[config.mk]
export PLATFORM = sky130hd
export DESIGN_NAME = core_mem_wrapper
export DESIGN_NICKNAME = d
export VERILOG_FILES = /design/src/logic/bus_pkg.sv /design/src/logic/bram_pkg.sv /design/src/logic/bus_socket_1n.sv /design/src/logic/bram_bridge.sv /design/src/logic/core_mem_wrapper.sv
export SDC_FILE = /design/constraint.sdc
export NUM_CORES = 1
export LEC_CHECK = 0
export BUFFER_PORTS_ARGS = -buffer_cell sky130_fd_sc_hd__buf_2
export CORE_AREA = 2 2 186 188
export DETAILED_ROUTE_END_ITERATION = 8
export DIE_AREA = 0 0 188 190
export GPL_ROUTABILITY_DRIVEN = 0
export PLACE_DENSITY = 0.69
export SLEW_MARGIN = 20
export SYNTH_ARGS = -nofsm -noshare
export SYNTH_HDL_FRONTEND = slang
export SYNTH_SLANG_ARGS = --single-unit
[constraint.sdc]
create_clock -name clk_i -period 9 [get_ports clk_i]
set_clock_uncertainty 0.15 [all_clocks]
set_input_delay 0.45 -clock clk_i [delete_from_list [all_inputs] [get_ports clk_i]]
set_output_delay 0.45 -clock clk_i [all_outputs]
set_load 0.02 [all_outputs]
[src/logic/bus_pkg.sv]
// ------------------------------
// Host bus types: widths, request
// and response words, link select
// ------------------------------

package bus_pkg;

  localparam int unsigned AddrWidth = 32;
  localparam int unsigned DataWidth = 64;
  localparam int unsigned MaskWidth = DataWidth / 8;

  // Byte offset inside one data word
  localparam int unsigned ByteOffsetWidth = $clog2(MaskWidth);

  typedef logic [AddrWidth-1:0] addr_t;
  typedef logic [DataWidth-1:0] data_t;
  typedef logic [MaskWidth-1:0] wmask_t;

  typedef struct packed {
    logic   we;
    addr_t  addr;
    wmask_t wmask;
    data_t  wdata;
  } bus_req_t;

  typedef struct packed {
    data_t rdata;
    logic  err;
  } bus_rsp_t;

  typedef enum logic [1:0] {
    LINK_MEM,
    LINK_IO,
    LINK_NONE
  } link_e;

endpackage

[src/logic/bram_pkg.sv]
// ------------------------------
// BRAM side command and bridge FSM
// ------------------------------

package bram_pkg;

  import bus_pkg::*;

  typedef struct packed {
    logic   we;
    wmask_t wmask;
    data_t  wdata;
  } bram_cmd_t;

  typedef enum logic [1:0] {
    IDLE,
    ACCESS,
    ACK,
    RELEASE
  } bridge_state_e;

endpackage

[src/logic/bus_socket_1n.sv]
// ------------------------------
// 1-to-2 socket: address decode,
// link steering and error reply
// ------------------------------

`timescale 1ns/1ps

module bus_socket_1n import bus_pkg::*, bram_pkg::*; #(
  parameter addr_t MemBase = 32'h8000_0000,
  parameter addr_t MemMask = 32'h0000_FFFF,
  parameter addr_t IoBase  = 32'h8001_0000,
  parameter addr_t IoMask  = 32'h0000_003F
) (
  input  logic      clk_i,
  input  logic      rst_i,

  input  logic      req_i,
  input  bus_req_t  req_data_i,
  output logic      ack_o,
  output bus_rsp_t  rsp_o,

  output logic      mem_req_o,
  output bram_cmd_t mem_cmd_o,
  output addr_t     mem_addr_o,
  input  logic      mem_ack_i,
  input  data_t     mem_rdata_i,

  output logic      io_req_o,
  output bram_cmd_t io_cmd_o,
  output addr_t     io_addr_o,
  input  logic      io_ack_i,
  input  data_t     io_rdata_i
);

  logic      io_hit;
  logic      mem_hit;
  link_e     link_d;
  link_e     link_q;
  logic      busy_q;
  logic      err_ack_q;
  logic      ack_sel;
  bram_cmd_t cmd;

  // IO window wins when both match
  assign io_hit  = ((req_data_i.addr ^ IoBase) & ~IoMask) == '0;
  assign mem_hit = ((req_data_i.addr ^ MemBase) & ~MemMask) == '0;
  assign link_d  = io_hit ? LINK_IO : (mem_hit ? LINK_MEM : LINK_NONE);

  always_comb
  begin
    cmd.we    = req_data_i.we;
    cmd.wmask = req_data_i.wmask;
    cmd.wdata = req_data_i.wdata;
  end

  assign mem_req_o  = busy_q && (link_q == LINK_MEM) && req_i;
  assign mem_cmd_o  = (link_q == LINK_MEM) ? cmd : '0;
  assign mem_addr_o = (link_q == LINK_MEM) ? req_data_i.addr : '0;

  assign io_req_o  = busy_q && (link_q == LINK_IO) && req_i;
  assign io_cmd_o  = (link_q == LINK_IO) ? cmd : '0;
  assign io_addr_o = (link_q == LINK_IO) ? req_data_i.addr : '0;

  always_comb
  begin
    case (link_q)
      LINK_MEM:
      begin
        ack_sel     = mem_ack_i;
        rsp_o.rdata = mem_rdata_i;
      end
      LINK_IO:
      begin
        ack_sel     = io_ack_i;
        rsp_o.rdata = io_rdata_i;
      end
      default:
      begin
        ack_sel     = err_ack_q;
        rsp_o.rdata = '0;
      end
    endcase
    rsp_o.err = err_ack_q;
  end

  assign ack_o = ack_sel;

  always_ff @(posedge clk_i)
  begin
    if (rst_i)
    begin
      busy_q    <= 1'b0;
      link_q    <= LINK_NONE;
      err_ack_q <= 1'b0;
    end
    else
    begin
      if (!busy_q)
      begin
        if (req_i)
        begin
          busy_q <= 1'b1;
          link_q <= link_d;
        end
      end
      else if (!req_i && ack_sel)
      begin
        // Selected link drops its ack on this same edge
        busy_q <= 1'b0;
        link_q <= LINK_NONE;
      end
      // Local responder for unmapped addresses
      if (busy_q && (link_q == LINK_NONE))
        err_ack_q <= req_i;
    end
  end

endmodule

[src/logic/bram_bridge.sv]
// ------------------------------
// Link request to one-cycle BRAM
// access with four-phase ack
// ------------------------------

`timescale 1ns/1ps

module bram_bridge import bus_pkg::*, bram_pkg::*; #(
  parameter int unsigned BramAddrWidth = 13
) (
  input  logic                     clk_i,
  input  logic                     rst_i,

  input  logic                     req_i,
  input  bram_cmd_t                cmd_i,
  input  addr_t                    addr_i,
  output logic                     ack_o,
  output data_t                    rdata_o,

  output logic                     bram_en_o,
  output logic                     bram_we_o,
  output logic [BramAddrWidth-1:0] bram_addr_o,
  output wmask_t                   bram_wmask_o,
  output data_t                    bram_wdata_o,
  input  data_t                    bram_rdata_i
);

  bridge_state_e            state_q;
  logic                     en_q;
  logic                     we_q;
  logic [BramAddrWidth-1:0] addr_q;
  wmask_t                   wmask_q;
  data_t                    wdata_q;
  data_t                    rdata_q;

  always_ff @(posedge clk_i)
  begin
    if (rst_i)
    begin
      state_q <= IDLE;
      en_q    <= 1'b0;
      we_q    <= 1'b0;
    end
    else
    begin
      case (state_q)
        IDLE:
          if (req_i)
          begin
            state_q <= ACCESS;
            en_q    <= 1'b1;
            we_q    <= cmd_i.we;
          end
        // First cycle drives en, second waits on read latency
        ACCESS:
        begin
          en_q <= 1'b0;
          we_q <= 1'b0;
          if (!en_q)
            state_q <= ACK;
        end
        ACK:
          if (!req_i)
            state_q <= RELEASE;
        default:
          state_q <= IDLE;
      endcase
    end
  end

  always_ff @(posedge clk_i)
  begin
    if ((state_q == IDLE) && req_i)
    begin
      addr_q  <= addr_i[ByteOffsetWidth +: BramAddrWidth];
      wmask_q <= cmd_i.wmask;
      wdata_q <= cmd_i.wdata;
    end
    if ((state_q == ACCESS) && !en_q)
      rdata_q <= bram_rdata_i;
  end

  assign ack_o        = (state_q == ACK);
  assign rdata_o      = rdata_q;
  assign bram_en_o    = en_q;
  assign bram_we_o    = we_q;
  assign bram_addr_o  = addr_q;
  assign bram_wmask_o = wmask_q;
  assign bram_wdata_o = wdata_q;

endmodule

[src/logic/core_mem_wrapper.sv]
// ------------------------------
// Memory side of the core wrapper
// ------------------------------

`timescale 1ns/1ps

module core_mem_wrapper import bus_pkg::*, bram_pkg::*; #(
  parameter addr_t       MemBase       = 32'h8000_0000,
  parameter addr_t       MemMask       = 32'h0000_FFFF,
  parameter addr_t       IoBase        = 32'h8001_0000,
  parameter addr_t       IoMask        = 32'h0000_003F,
  parameter int unsigned BramAddrWidth = 13
) (
  input  logic                     clk_i,
  input  logic                     rst_i,

  input  logic                     req_i,
  input  bus_req_t                 req_data_i,
  output logic                     ack_o,
  output bus_rsp_t                 rsp_o,

  output logic                     mem_en_o,
  output logic                     mem_we_o,
  output logic [BramAddrWidth-1:0] mem_addr_o,
  output wmask_t                   mem_wmask_o,
  output data_t                    mem_wdata_o,
  input  data_t                    mem_rdata_i,

  output logic                     io_en_o,
  output logic                     io_we_o,
  output logic [BramAddrWidth-1:0] io_addr_o,
  output wmask_t                   io_wmask_o,
  output data_t                    io_wdata_o,
  input  data_t                    io_rdata_i
);

  logic      mem_req;
  bram_cmd_t mem_cmd;
  addr_t     mem_addr;
  logic      mem_ack;
  data_t     mem_link_rdata;

  logic      io_req;
  bram_cmd_t io_cmd;
  addr_t     io_addr;
  logic      io_ack;
  data_t     io_link_rdata;

  bus_socket_1n #(
    .MemBase (MemBase),
    .MemMask (MemMask),
    .IoBase  (IoBase),
    .IoMask  (IoMask)
  ) socket_1n (
    .clk_i,
    .rst_i,
    .req_i,
    .req_data_i,
    .ack_o,
    .rsp_o,
    .mem_req_o   (mem_req),
    .mem_cmd_o   (mem_cmd),
    .mem_addr_o  (mem_addr),
    .mem_ack_i   (mem_ack),
    .mem_rdata_i (mem_link_rdata),
    .io_req_o    (io_req),
    .io_cmd_o    (io_cmd),
    .io_addr_o   (io_addr),
    .io_ack_i    (io_ack),
    .io_rdata_i  (io_link_rdata)
  );

  bram_bridge #(
    .BramAddrWidth (BramAddrWidth)
  ) mem_bridge (
    .clk_i,
    .rst_i,
    .req_i        (mem_req),
    .cmd_i        (mem_cmd),
    .addr_i       (mem_addr),
    .ack_o        (mem_ack),
    .rdata_o      (mem_link_rdata),
    .bram_en_o    (mem_en_o),
    .bram_we_o    (mem_we_o),
    .bram_addr_o  (mem_addr_o),
    .bram_wmask_o (mem_wmask_o),
    .bram_wdata_o (mem_wdata_o),
    .bram_rdata_i (mem_rdata_i)
  );

  bram_bridge #(
    .BramAddrWidth (BramAddrWidth)
  ) io_bridge (
    .clk_i,
    .rst_i,
    .req_i        (io_req),
    .cmd_i        (io_cmd),
    .addr_i       (io_addr),
    .ack_o        (io_ack),
    .rdata_o      (io_link_rdata),
    .bram_en_o    (io_en_o),
    .bram_we_o    (io_we_o),
    .bram_addr_o  (io_addr_o),
    .bram_wmask_o (io_wmask_o),
    .bram_wdata_o (io_wdata_o),
    .bram_rdata_i (io_rdata_i)
  );

endmodule

---- Word level (Yosys, flattened, before mapping) ----
Index checks and enable logic that the tools add are counted.
storage, ports and cells
  bits of input ports ..................... 236
  register bits ........................... 310
  logic and storage cells ................. 86
  output and inout bits ................... 240
cells by class
  bitwise operators ....................... 2
  mux-type cells .......................... 28
  reductions and logical operators ........ 26
  equality and inequality tests ........... 13
operators with widths
  operator                                              count
  2-to-1 mux 73 bit                                     2
  case mux 64 bit (2 select lines)                      1
  zero test 32 bit                                      2
  2-to-1 mux 2 bit                                      11
  case mux 2 bit (3 select lines)                       2
  logical AND 1 bit                                     10
  != test 2 bit (second input constant)                 5
  case mux 1 bit (2 select lines)                       5
  2-to-1 mux 1 bit                                      7
  equality test 2 x 1 -> 1 bit (second input constant)  3
  equality test 2 bit (second input constant)           3
  zero test 2 bit                                       3
  AND reduction 2 bit                                   3
  AND reduction 3 bit                                   2
  nonzero test 2 bit                                    3
  != test 2 x 1 -> 1 bit (second input constant)        2
  zero test 1 bit                                       3
  NOT 2 bit                                             1
  NOT 1 bit                                             1

---- Longest topological paths before layout ----
Gate-level depths: netlist (run 1).
  depth after elaboration ................. 6
  depth in mapped cells ................... 7

---- Hierarchy ----
From an unflattened synthesis (run 1), not the netlist that was laid out.
unflattened totals
  cells, all modules ...................... 767
  area, all modules ....................... 12097.9 um^2
by module, submodules not included
  module         seq. area each (um^2)  times used  area an instance (um^2)  cells each
  bram_bridge    4554.4                 2           4722.0                   179
  bus_socket_1n  80.1                   1           2653.8                   409

---- Least setup slack after synthesis (run 1) ----
Ideal clock, no wire load.
  path type ............................... reg2reg
  from .................................... register io_bridge.state_q[1]
  to ...................................... register io_bridge.rdata_q[0], in the netlist io_bridge.rdata_o[0], enable pin
  cell stages (with the launch flop) ...... 4
  setup time .............................. 0.493 ns
  data required time ...................... 8.357 ns
  period minus slack after synthesis ...... 4.102 ns
  setup slack ............................. 4.898 ns
  arrival time ............................ 3.460 ns
  cell sequence ........................... dfxtp_1 inv_1 ha_1 nor2b_1
on the way
  cells in the longest elaborated chain, start to end .. 2
ends and longest elaborated chain
  what                          line               RTL
  start, declared               bram_bridge.sv:28  bridge_state_e state_q;
  start signal, assigned        bram_bridge.sv:40  state_q <= IDLE;
  start signal, assigned        bram_bridge.sv:50  state_q <= ACCESS;
  start signal, assigned        bram_bridge.sv:60  state_q <= ACK;
  equality test 2 x 1 -> 1 bit  bram_bridge.sv:79  if ((state_q == ACCESS) && !en_q)
  logical AND 1 bit             bram_bridge.sv:79
  end signal, assigned          bram_bridge.sv:80  rdata_q <= bram_rdata_i;
  end, declared                 bram_bridge.sv:34  data_t rdata_q;
Every way passes these cells.
A chain may end at the register's enable or synchronous reset.

==> results of run 1 <==
[flip-flops by register name, summed over array words and instances (netlist names), 2 cells and up]
signal	count
io_bridge.bram_wdata_o	64
io_bridge.rdata_o	64
mem_bridge.bram_wdata_o	64
mem_bridge.rdata_o	64
io_bridge.bram_addr_o	13
mem_bridge.bram_addr_o	13
io_bridge.bram_wmask_o	8
mem_bridge.bram_wmask_o	8
io_bridge.state_q	2
mem_bridge.state_q	2
socket_1n.link_q	2
[Yosys cell counts, drive strengths merged, types with 2 or more instances]
cell type  count  area [sq um]
a211oi         2          15.0
a21oi          7          35.0
a31oi          2          12.5
and2         170          1060
buf           12          62.6
clkbuf        26          97.6
dfxtp         12           240
edfxtp       298          8950
ha             7          87.6
inv           11          41.3
mux2           2          22.5
mux2i         66           661
nand2          8          30.0
nand3          4          20.0
nand4b         2          17.5
nor2          73           274
nor2b          5          38.8
nor4           5          31.3
o21ai          5          25.0
or3            2          12.5
[stage by stage]
stage / hold slack [ns] / utilization (%)
after floorplan: 0.334 / -
after global placement: 0.307 / 43.4
after detailed placement: 0.310 / 43.4
after CTS: 0.000227 / 50.4
after global routing: 0.0102 / 50.4
final: 0.0317 / 50.4
[report_power, final]
part	switching, mW	internal (mW)	total (mW)
registers	0.0203	1.65	1.67
clock network	0.520	0.711	1.23
logic	0.108	0.109	0.217
[logic make-up (layout without fill, tap and decap cells)]
kind of cell    count (synthesis)  count (layout)  synth area share (%)
flops                         310             310                  77.4
other cells                     0               3                     0
buf+inv                        49             685                  1.70
fa+ha+maj                       7               7                 0.738
compound gates                 22              22                  1.15
mux                            68              68                  5.75
simple gates                  280             280                  13.3
[worst register-to-register path: stages (launching register included)]
cell                       delay (ns)
sky130_fd_sc_hd__dfxtp_1         0.34
sky130_fd_sc_hd__inv_1           0.09
sky130_fd_sc_hd__ha_1            0.19
sky130_fd_sc_hd__inv_1           0.07
sky130_fd_sc_hd__or3_1           0.43
sky130_fd_sc_hd__clkinv_2        0.46
sky130_fd_sc_hd__buf_4           0.66
[layer usage]
metal | part of all wire (%) | up-vias
li1 | - | 3863
met1 | 37 | 3878
met2 | 52 | 409
met3 | 8.4 | 57
met4 | 2.4 | 2
met5 | 0.040 | -
[cells in the final DEF (no fill, tap or decap), drive strengths merged, types with 2 or more instances in the layout]
cell type      n
a211oi         2
a21oi          7
a31oi          2
and2         170
buf          480
bufinv         3
clkbuf        38
clkinv        12
clkinvlp       2
dfxtp         12
diode          3
dlygate4sd3  141
edfxtp       298
ha             7
inv            9
mux2           2
mux2i         66
nand2          8
nand3          4
nand4b         2
nor2          73
nor2b          5
nor4           5
o21ai          5
or3            2
[timing repair]
action	CTS	global route
endpoints found under the setup margin	0	0
hold endpoints to repair	147	0
hold buffers	141	0
[layout make-up]
class | count | area share [%]
flip-flops and latches | 310 | 53.8
repair buffers | 621 | 22.4
multi-input cells | 377 | 14.6
clock buffers | 38 | 4.69
well taps | 455 | 3.33
clock inverters | 15 | 0.871
inverters | 11 | 0.256
diodes | 3 | 0.0439
[path summary, 6_finish.rpt]
check	endpoint	slack, ns
setup / recovery	rsp_o[33]	5.75
hold / removal	io_bridge.bram_wdata_o[29]$_SDFFCE_PP0P_	0.03
setup reg to reg	io_bridge.bram_addr_o[11]$_SDFFCE_PP0P_	6.17
hold reg to reg	mem_bridge.bram_we_o$_SDFFE_PP0P_	0.32
==> results.sh, run 1 <==
export IMPL_maxSlewHeadroom_pct=35.5
export IMPL_critical_path_required_ns=8.40
export IMPL_power_total_mw=3.12
export IMPL_vias=8209
export IMPL_critPathKind="reg2out"
export IMPL_cp_buffers_inverters=2
export IMPL_hold_path_startpoint="req_data_i[29]"
export IMPL_slew_violations=0
export IMPL_total_negative_setup_slacks_ns=0
export IMPL_final_setup_vio_count=0
export IMPL_pin_count=476
export IMPL_design_die_area_sq_um=35700
export IMPL_postCtsResizedCells=0
export IMPL_hold_path_depth=2
export IMPL_worst_path_max_fanout=55
export IMPL_grt_busiest_layer="met2"
export IMPL_grt_use_met3_pct=4.74
export IMPL_worstSetupStartpointType="flip-flop"
export IMPL_hpwl_um=20100
export IMPL_antenna_violations_before_repair=5
export IMPL_report_final_hold_viol_count=0
export IMPL_synthesis_yosys_warnings=0
export IMPL_synth_yosys_seq_area_share_pct=77.4
export IMPL_root_buffer="sky130_fd_sc_hd__clkbuf_16"
export IMPL_postSynth_asyncResetShare_pct=0
export IMPL_cp_slowest_stage_delay_ns=0.79
export IMPL_antenna_violating_nets_post_route=0
export IMPL_yosys_cell_types_count=40
export IMPL_areaGrowthSynthToFinish_pct=44.1
export IMPL_routed_wl_um=32100
export IMPL_worst_r2r_path_depth=6
export IMPL_synth_ff_type="sky130_fd_sc_hd__edfxtp_1"
export IMPL_clk_latency_ns=0.55
export IMPL_r2r_start="io_bridge.state_q[0]$_SDFFE_PP0P_"
export IMPL_mappedNetlistArea_sq_um=11900
export IMPL_synthesis_nets=979
export IMPL_grt_first_pass_wirelength_um=47600
export IMPL_worst_slew_pin_transition_ns=0.968
export IMPL_first_global_vias=8504
export IMPL_final_period_utilization_pct=36.1
export IMPL_multi_input_area_sq_um=2500
export IMPL_total_clock_sinks=310
export IMPL_cap_violations=0
export IMPL_status="finished clean"
export IMPL_finalNonFillerCells=1830
export IMPL_start_util_pct=35.0
export IMPL_synth_enable_flop_cells=298
export IMPL_clk_path_buf_depth=3
export IMPL_crit_path_cell_chain="buf_4 > mux2i_1 > nor2_1 > buf_2"
export IMPL_cp_num_cells=4
export IMPL_die_span_in_x_um=188
export IMPL_global_route_usage_met2_pct=31.9
export IMPL_grt_usage_pct=17.2
export IMPL_critPathArrivalTime_ns=2.65
export IMPL_grt_start_max_net_pins=88
export IMPL_die_y_um=190
export IMPL_drt_iter0_drc=375
export IMPL_cp_startpoint="socket_1n.link_q[0]$_SDFFE_PP0P_"
export IMPL_power_density_cell_area_nw_per_um2=182
export IMPL_worst_setup_hold_path_clk_slew_ns=0.06
export IMPL_sequential_cell_area_sq_um=9190
export IMPL_port_buffer_count=472
export IMPL_drive_above_1_share_pct=38.9
export IMPL_place_detailed_instances=1633
export IMPL_power_ir_vdd_worst_v=0.000181
export IMPL_setup_ws_ns=5.75
export IMPL_worstSetupEndpointType="primary output"
export IMPL_layout_cell_area_non_filler_sq_um=17100
export IMPL_place_worst_setup_slack_ns=6.07
export IMPL_syn_instance_count=736
export IMPL_cts_tree="built"
export IMPL_drc_errors=0
export IMPL_route_detailed_wl_per_inst_um=17.6
export IMPL_groute_layer_met1_usage_pct=19.2
export IMPL_row_count=68
export IMPL_global_route_overflow_total=0
export IMPL_p_leak_nw=6.95
export IMPL_cts_inserted_buffers=31
export IMPL_core_area_sq_um=33900
export IMPL_nFillCells=2827
export IMPL_rsz_0062_raised_after_global_routing="no"
export IMPL_post_cts_setup_buffers=0
export IMPL_placed_area_sq_um=14700
export IMPL_viasPerCell=4.49
export IMPL_hp_class="in2reg"
export IMPL_ys_seq_elements=310
export IMPL_synth_avg_cell_area_sq_um=16.1
export IMPL_timing_fmax_mhz=307
export IMPL_cp_slowest_cell="sky130_fd_sc_hd__buf_4"
export IMPL_worst_path_dominant_cell_family="buffers and inverters"
export IMPL_shortest_period_the_worst_path_allows_ns=3.25
export IMPL_drt_first_pass_iters=5
export IMPL_htree_num_levels=1
export IMPL_num_nets_final=1595
No activity file was read; power rests on OpenSTA's default activity.
==> run 2, diff against run 1 <==
- ABC_AREA: unset -> 1
- CORE_AREA: 2 2 186 188 -> 2 2 187 189
- DIE_AREA: 0 0 188 190 -> 0 0 189 191
- PLACE_DENSITY: 0.69 -> 0.7
- clock period: 9 -> 2.8 ns (I/O delays scaled with it)
==> results.sh, run 2 <==
export IMPL_status="finished clean"
export IMPL_port_buffer_count=472
export IMPL_drt_first_pass_iters=5
export IMPL_slew_violations=0
export IMPL_grt_busiest_layer="met2"
export IMPL_yosysMostFrequentCell="sky130_fd_sc_hd__edfxtp_1"
export IMPL_groute_layer_met1_usage_pct=20.2
export IMPL_critical_path_required_ns=3.13
export IMPL_final_period_utilization_pct=95.6
export IMPL_power_density_cell_area_nw_per_um2=635
export IMPL_ys_seq_elements=310
export IMPL_cp_buffers_inverters=5
export IMPL_synth_top_cells_by_count="sky130_fd_sc_hd__edfxtp_1, sky130_fd_sc_hd__nor2_1, sky130_fd_sc_hd__inv_1"
export IMPL_power_ir_vdd_worst_v=0.000437
export IMPL_worst_path_most_repeated_cell="sky130_fd_sc_hd__dlygate4sd3_1"
export IMPL_mostFrequentLayoutCell="sky130_fd_sc_hd__buf_2"
export IMPL_core_area_sq_um=34100
export IMPL_synthXorXnorAreaFrac_pct=0
export IMPL_yosysTopAreaCell="sky130_fd_sc_hd__edfxtp_1"
export IMPL_comb_power_share_pct=13.4
export IMPL_worst_setup_hold_path_clk_slew_ns=0.06
export IMPL_cts_tree="built"
export IMPL_htree_num_levels=1
export IMPL_power_frac_seq_pct=52.1
export IMPL_total_clock_sinks=310
export IMPL_grt_usage_pct=18.3
export IMPL_synth_yosys_seq_area_share_pct=80.0
export IMPL_worstSetupStartpointType="input pin"
export IMPL_synth_simple_area_share_pct=8.77
export IMPL_crit_path_cell_chain="dlygate4sd3_1 > buf_2 > nor2_1 > dlygate4sd3_1 > nand2_1 > dlygate4sd3_1 > nor3_1 > dlygate4sd3_1 > nand2_1 > a21oi_1"
export IMPL_yosys_cell_types_count=17
export IMPL_first_global_vias=9253
export IMPL_row_count=68
export IMPL_drc_errors=0
export IMPL_total_negative_setup_slacks_ns=0
export IMPL_synthesized_area_fraction_occupied_by_ao_oa_aoi_and_oai_cells_pct=5.49
export IMPL_report_final_hold_viol_count=0
export IMPL_power_total_mw=11.3
export IMPL_synth_ff_type="sky130_fd_sc_hd__edfxtp_1"
export IMPL_cp_slowest_stage_delay_ns=0.59
export IMPL_finalNonFillerCells=1989
export IMPL_cts_inserted_buffers=31
export IMPL_p_leak_nw=7.68
export IMPL_clk_path_buf_depth=3
export IMPL_grt_use_met3_pct=3.71
export IMPL_hold_slack_ns=0.147
export IMPL_syn_instance_count=796
export IMPL_worst_slew_pin_transition_ns=0.666
export IMPL_root_buffer="sky130_fd_sc_hd__clkbuf_16"
export IMPL_synthesis_yosys_warnings=0
export IMPL_antenna_violations_before_repair=3
export IMPL_postSynth_asyncResetShare_pct=0
export IMPL_vias=8850
export IMPL_global_route_overflow_total=0
export IMPL_cp_slowest_cell="sky130_fd_sc_hd__dlygate4sd3_1"
export IMPL_num_nets_final=1753
export IMPL_drt_iter0_drc=498
export IMPL_critPathKind="in2reg"
export IMPL_p_switching_mw=2.75
export IMPL_mappedNetlistArea_sq_um=11500
export IMPL_pin_count=476
export IMPL_design_die_area_sq_um=36100
export IMPL_post_cts_setup_buffers=0
export IMPL_p_sw_share_pct=24.4
export IMPL_finish_utilization_pct=52.0
export IMPL_rsz_0062_raised_after_global_routing="no"
export IMPL_place_detailed_instances=1701
export IMPL_global_route_usage_met2_pct=34.5
export IMPL_hpwl_um=22100
export IMPL_nFillCells=2806
export IMPL_die_span_in_x_um=189
export IMPL_power_internal_mw=8.52
export IMPL_maxSlewHeadroom_pct=55.6
export IMPL_mostFrequentLayoutCells="sky130_fd_sc_hd__buf_2, sky130_fd_sc_hd__edfxtp_1, sky130_fd_sc_hd__dlygate4sd3_1, sky130_fd_sc_hd__nor2_1, sky130_fd_sc_hd__inv_1"
export IMPL_viasPerCell=4.45
export IMPL_routed_wl_um=34400
export IMPL_critPathArrivalTime_ns=3.00
export IMPL_synth_avg_cell_area_sq_um=14.4
export IMPL_die_y_um=191
export IMPL_final_setup_vio_count=0
export IMPL_start_util_pct=33.7
export IMPL_cap_violations=0
export IMPL_synth_top_family_by_area="simple AND/OR/NAND/NOR gates"
export IMPL_route_detailed_wl_per_inst_um=17.3
export IMPL_worst_path_max_fanout=2
export IMPL_worst_path_dominant_cell_family="buffers and inverters"
export IMPL_synth_area_top_cells="sky130_fd_sc_hd__edfxtp_1, sky130_fd_sc_hd__nor2_1, sky130_fd_sc_hd__a22o_1, sky130_fd_sc_hd__inv_1, sky130_fd_sc_hd__dfxtp_1"
export IMPL_shortest_period_the_worst_path_allows_ns=2.68
export IMPL_hp_class="in2reg"
export IMPL_worstSetupEndpointType="flip-flop"
export IMPL_grt_start_max_net_pins=67
export IMPL_drive_above_1_share_pct=34.8
export IMPL_timing_fmax_mhz=374
export IMPL_grt_first_pass_wirelength_um=50900
export IMPL_synth_enable_flop_cells=298
export IMPL_synthesis_nets=1039
export IMPL_clock_power_share_pct=34.5
export IMPL_synth_adder_area_share_pct=0.762
export IMPL_share_of_synthesized_area_spent_on_multiplexers_pct=0
export IMPL_areaGrowthSynthToFinish_pct=54.5
export IMPL_synth_top_cell_area_share_pct=77.9
export IMPL_antenna_violating_nets_post_route=0
export IMPL_clk_latency_ns=0.55
[run 2: routing by layer]
layer	share of wire, %	wire [um]
met5	0	0
met4	3.2	1120
met3	7.4	2560
met2	53	18200
met1	36	12500
[run 2: area by class of cell]
class                   count  area, sq um  area share [%]
clock inverters            18          144           0.811
repair buffers            715         4870            27.4
clock buffers              37          798            4.50
diodes                      2         5.00          0.0282
flip-flops and latches    310         9190            51.8
inverters                 109          413            2.33
multi-input cells         343         1760            9.93
well taps                 455          569            3.21
[run 2: timing repair]
item                                    in CTS  in global routing
hold endpoints to repair                   310                  0
endpoints found under the setup margin       0                  2
resized for setup                            0                  1
hold buffers                               231                  0
[run 2: cells by family after synthesis]
| kind of cell | count (synthesis) |
|---|---|
| AOI/OAI and AO/OA | 78 |
| adders and majority gates | 7 |
| buffers and inverters | 143 |
| DFF | 310 |
| and+or+nand+nor | 258 |
[run 2: through the flow]
step / worst slack, ns / instance area, sq um
final: 0.124 / 17700
after global routing: 0.00747 / 17700
after CTS: 0.0789 / 17700
after detailed placement: 0.667 / 14500
after global placement: 0.711 / 14500
after floorplan: 0.255 / 11500
[run 2: path summary, 6_finish.rpt]
path / from / end / slack (ns) / cells after the start
setup / recovery: req_data_i[102] / socket_1n.link_q[0]$_SDFFE_PP0P_ / 0.12 / 10
hold / removal: mem_rdata_i[35] / mem_bridge.rdata_o[35]$_DFFE_PP_ / 0.15 / 2
setup reg to reg: socket_1n.link_q[1]$_SDFFE_PP1P_ / mem_bridge.bram_we_o$_SDFFE_PP0P_ / 0.48 / 8
hold reg to reg: socket_1n.err_ack_q$_SDFFE_PP0P_ / socket_1n.err_ack_q$_SDFFE_PP0P_ / 0.33 / 2
[run 2: worst register-to-register path, delay by kind of cell, from the launching register on]
| kind | cells | cell delay [ns] |
|---|---|---|
| flip-flops | 1 | 0.49 |
| AND/OR/NAND/NOR | 4 | 0.66 |
| AO/OA/AOI/OAI | 1 | 0.07 |
| buffers and inverters | 3 | 0.84 |
[run 2: power groups by stage]
stage | Combinational (mW) | Sequential (mW) | Clock, mW
final | 1.51 | 5.88 | 3.89
after global placement | 1.24 | 5.93 | 0
after detailed placement | 1.26 | 5.96 | 0
after floorplan | 0.693 | 5.95 | 0
after CTS | 1.52 | 5.86 | 3.95
after global routing | 1.65 | 5.92 | 4.13
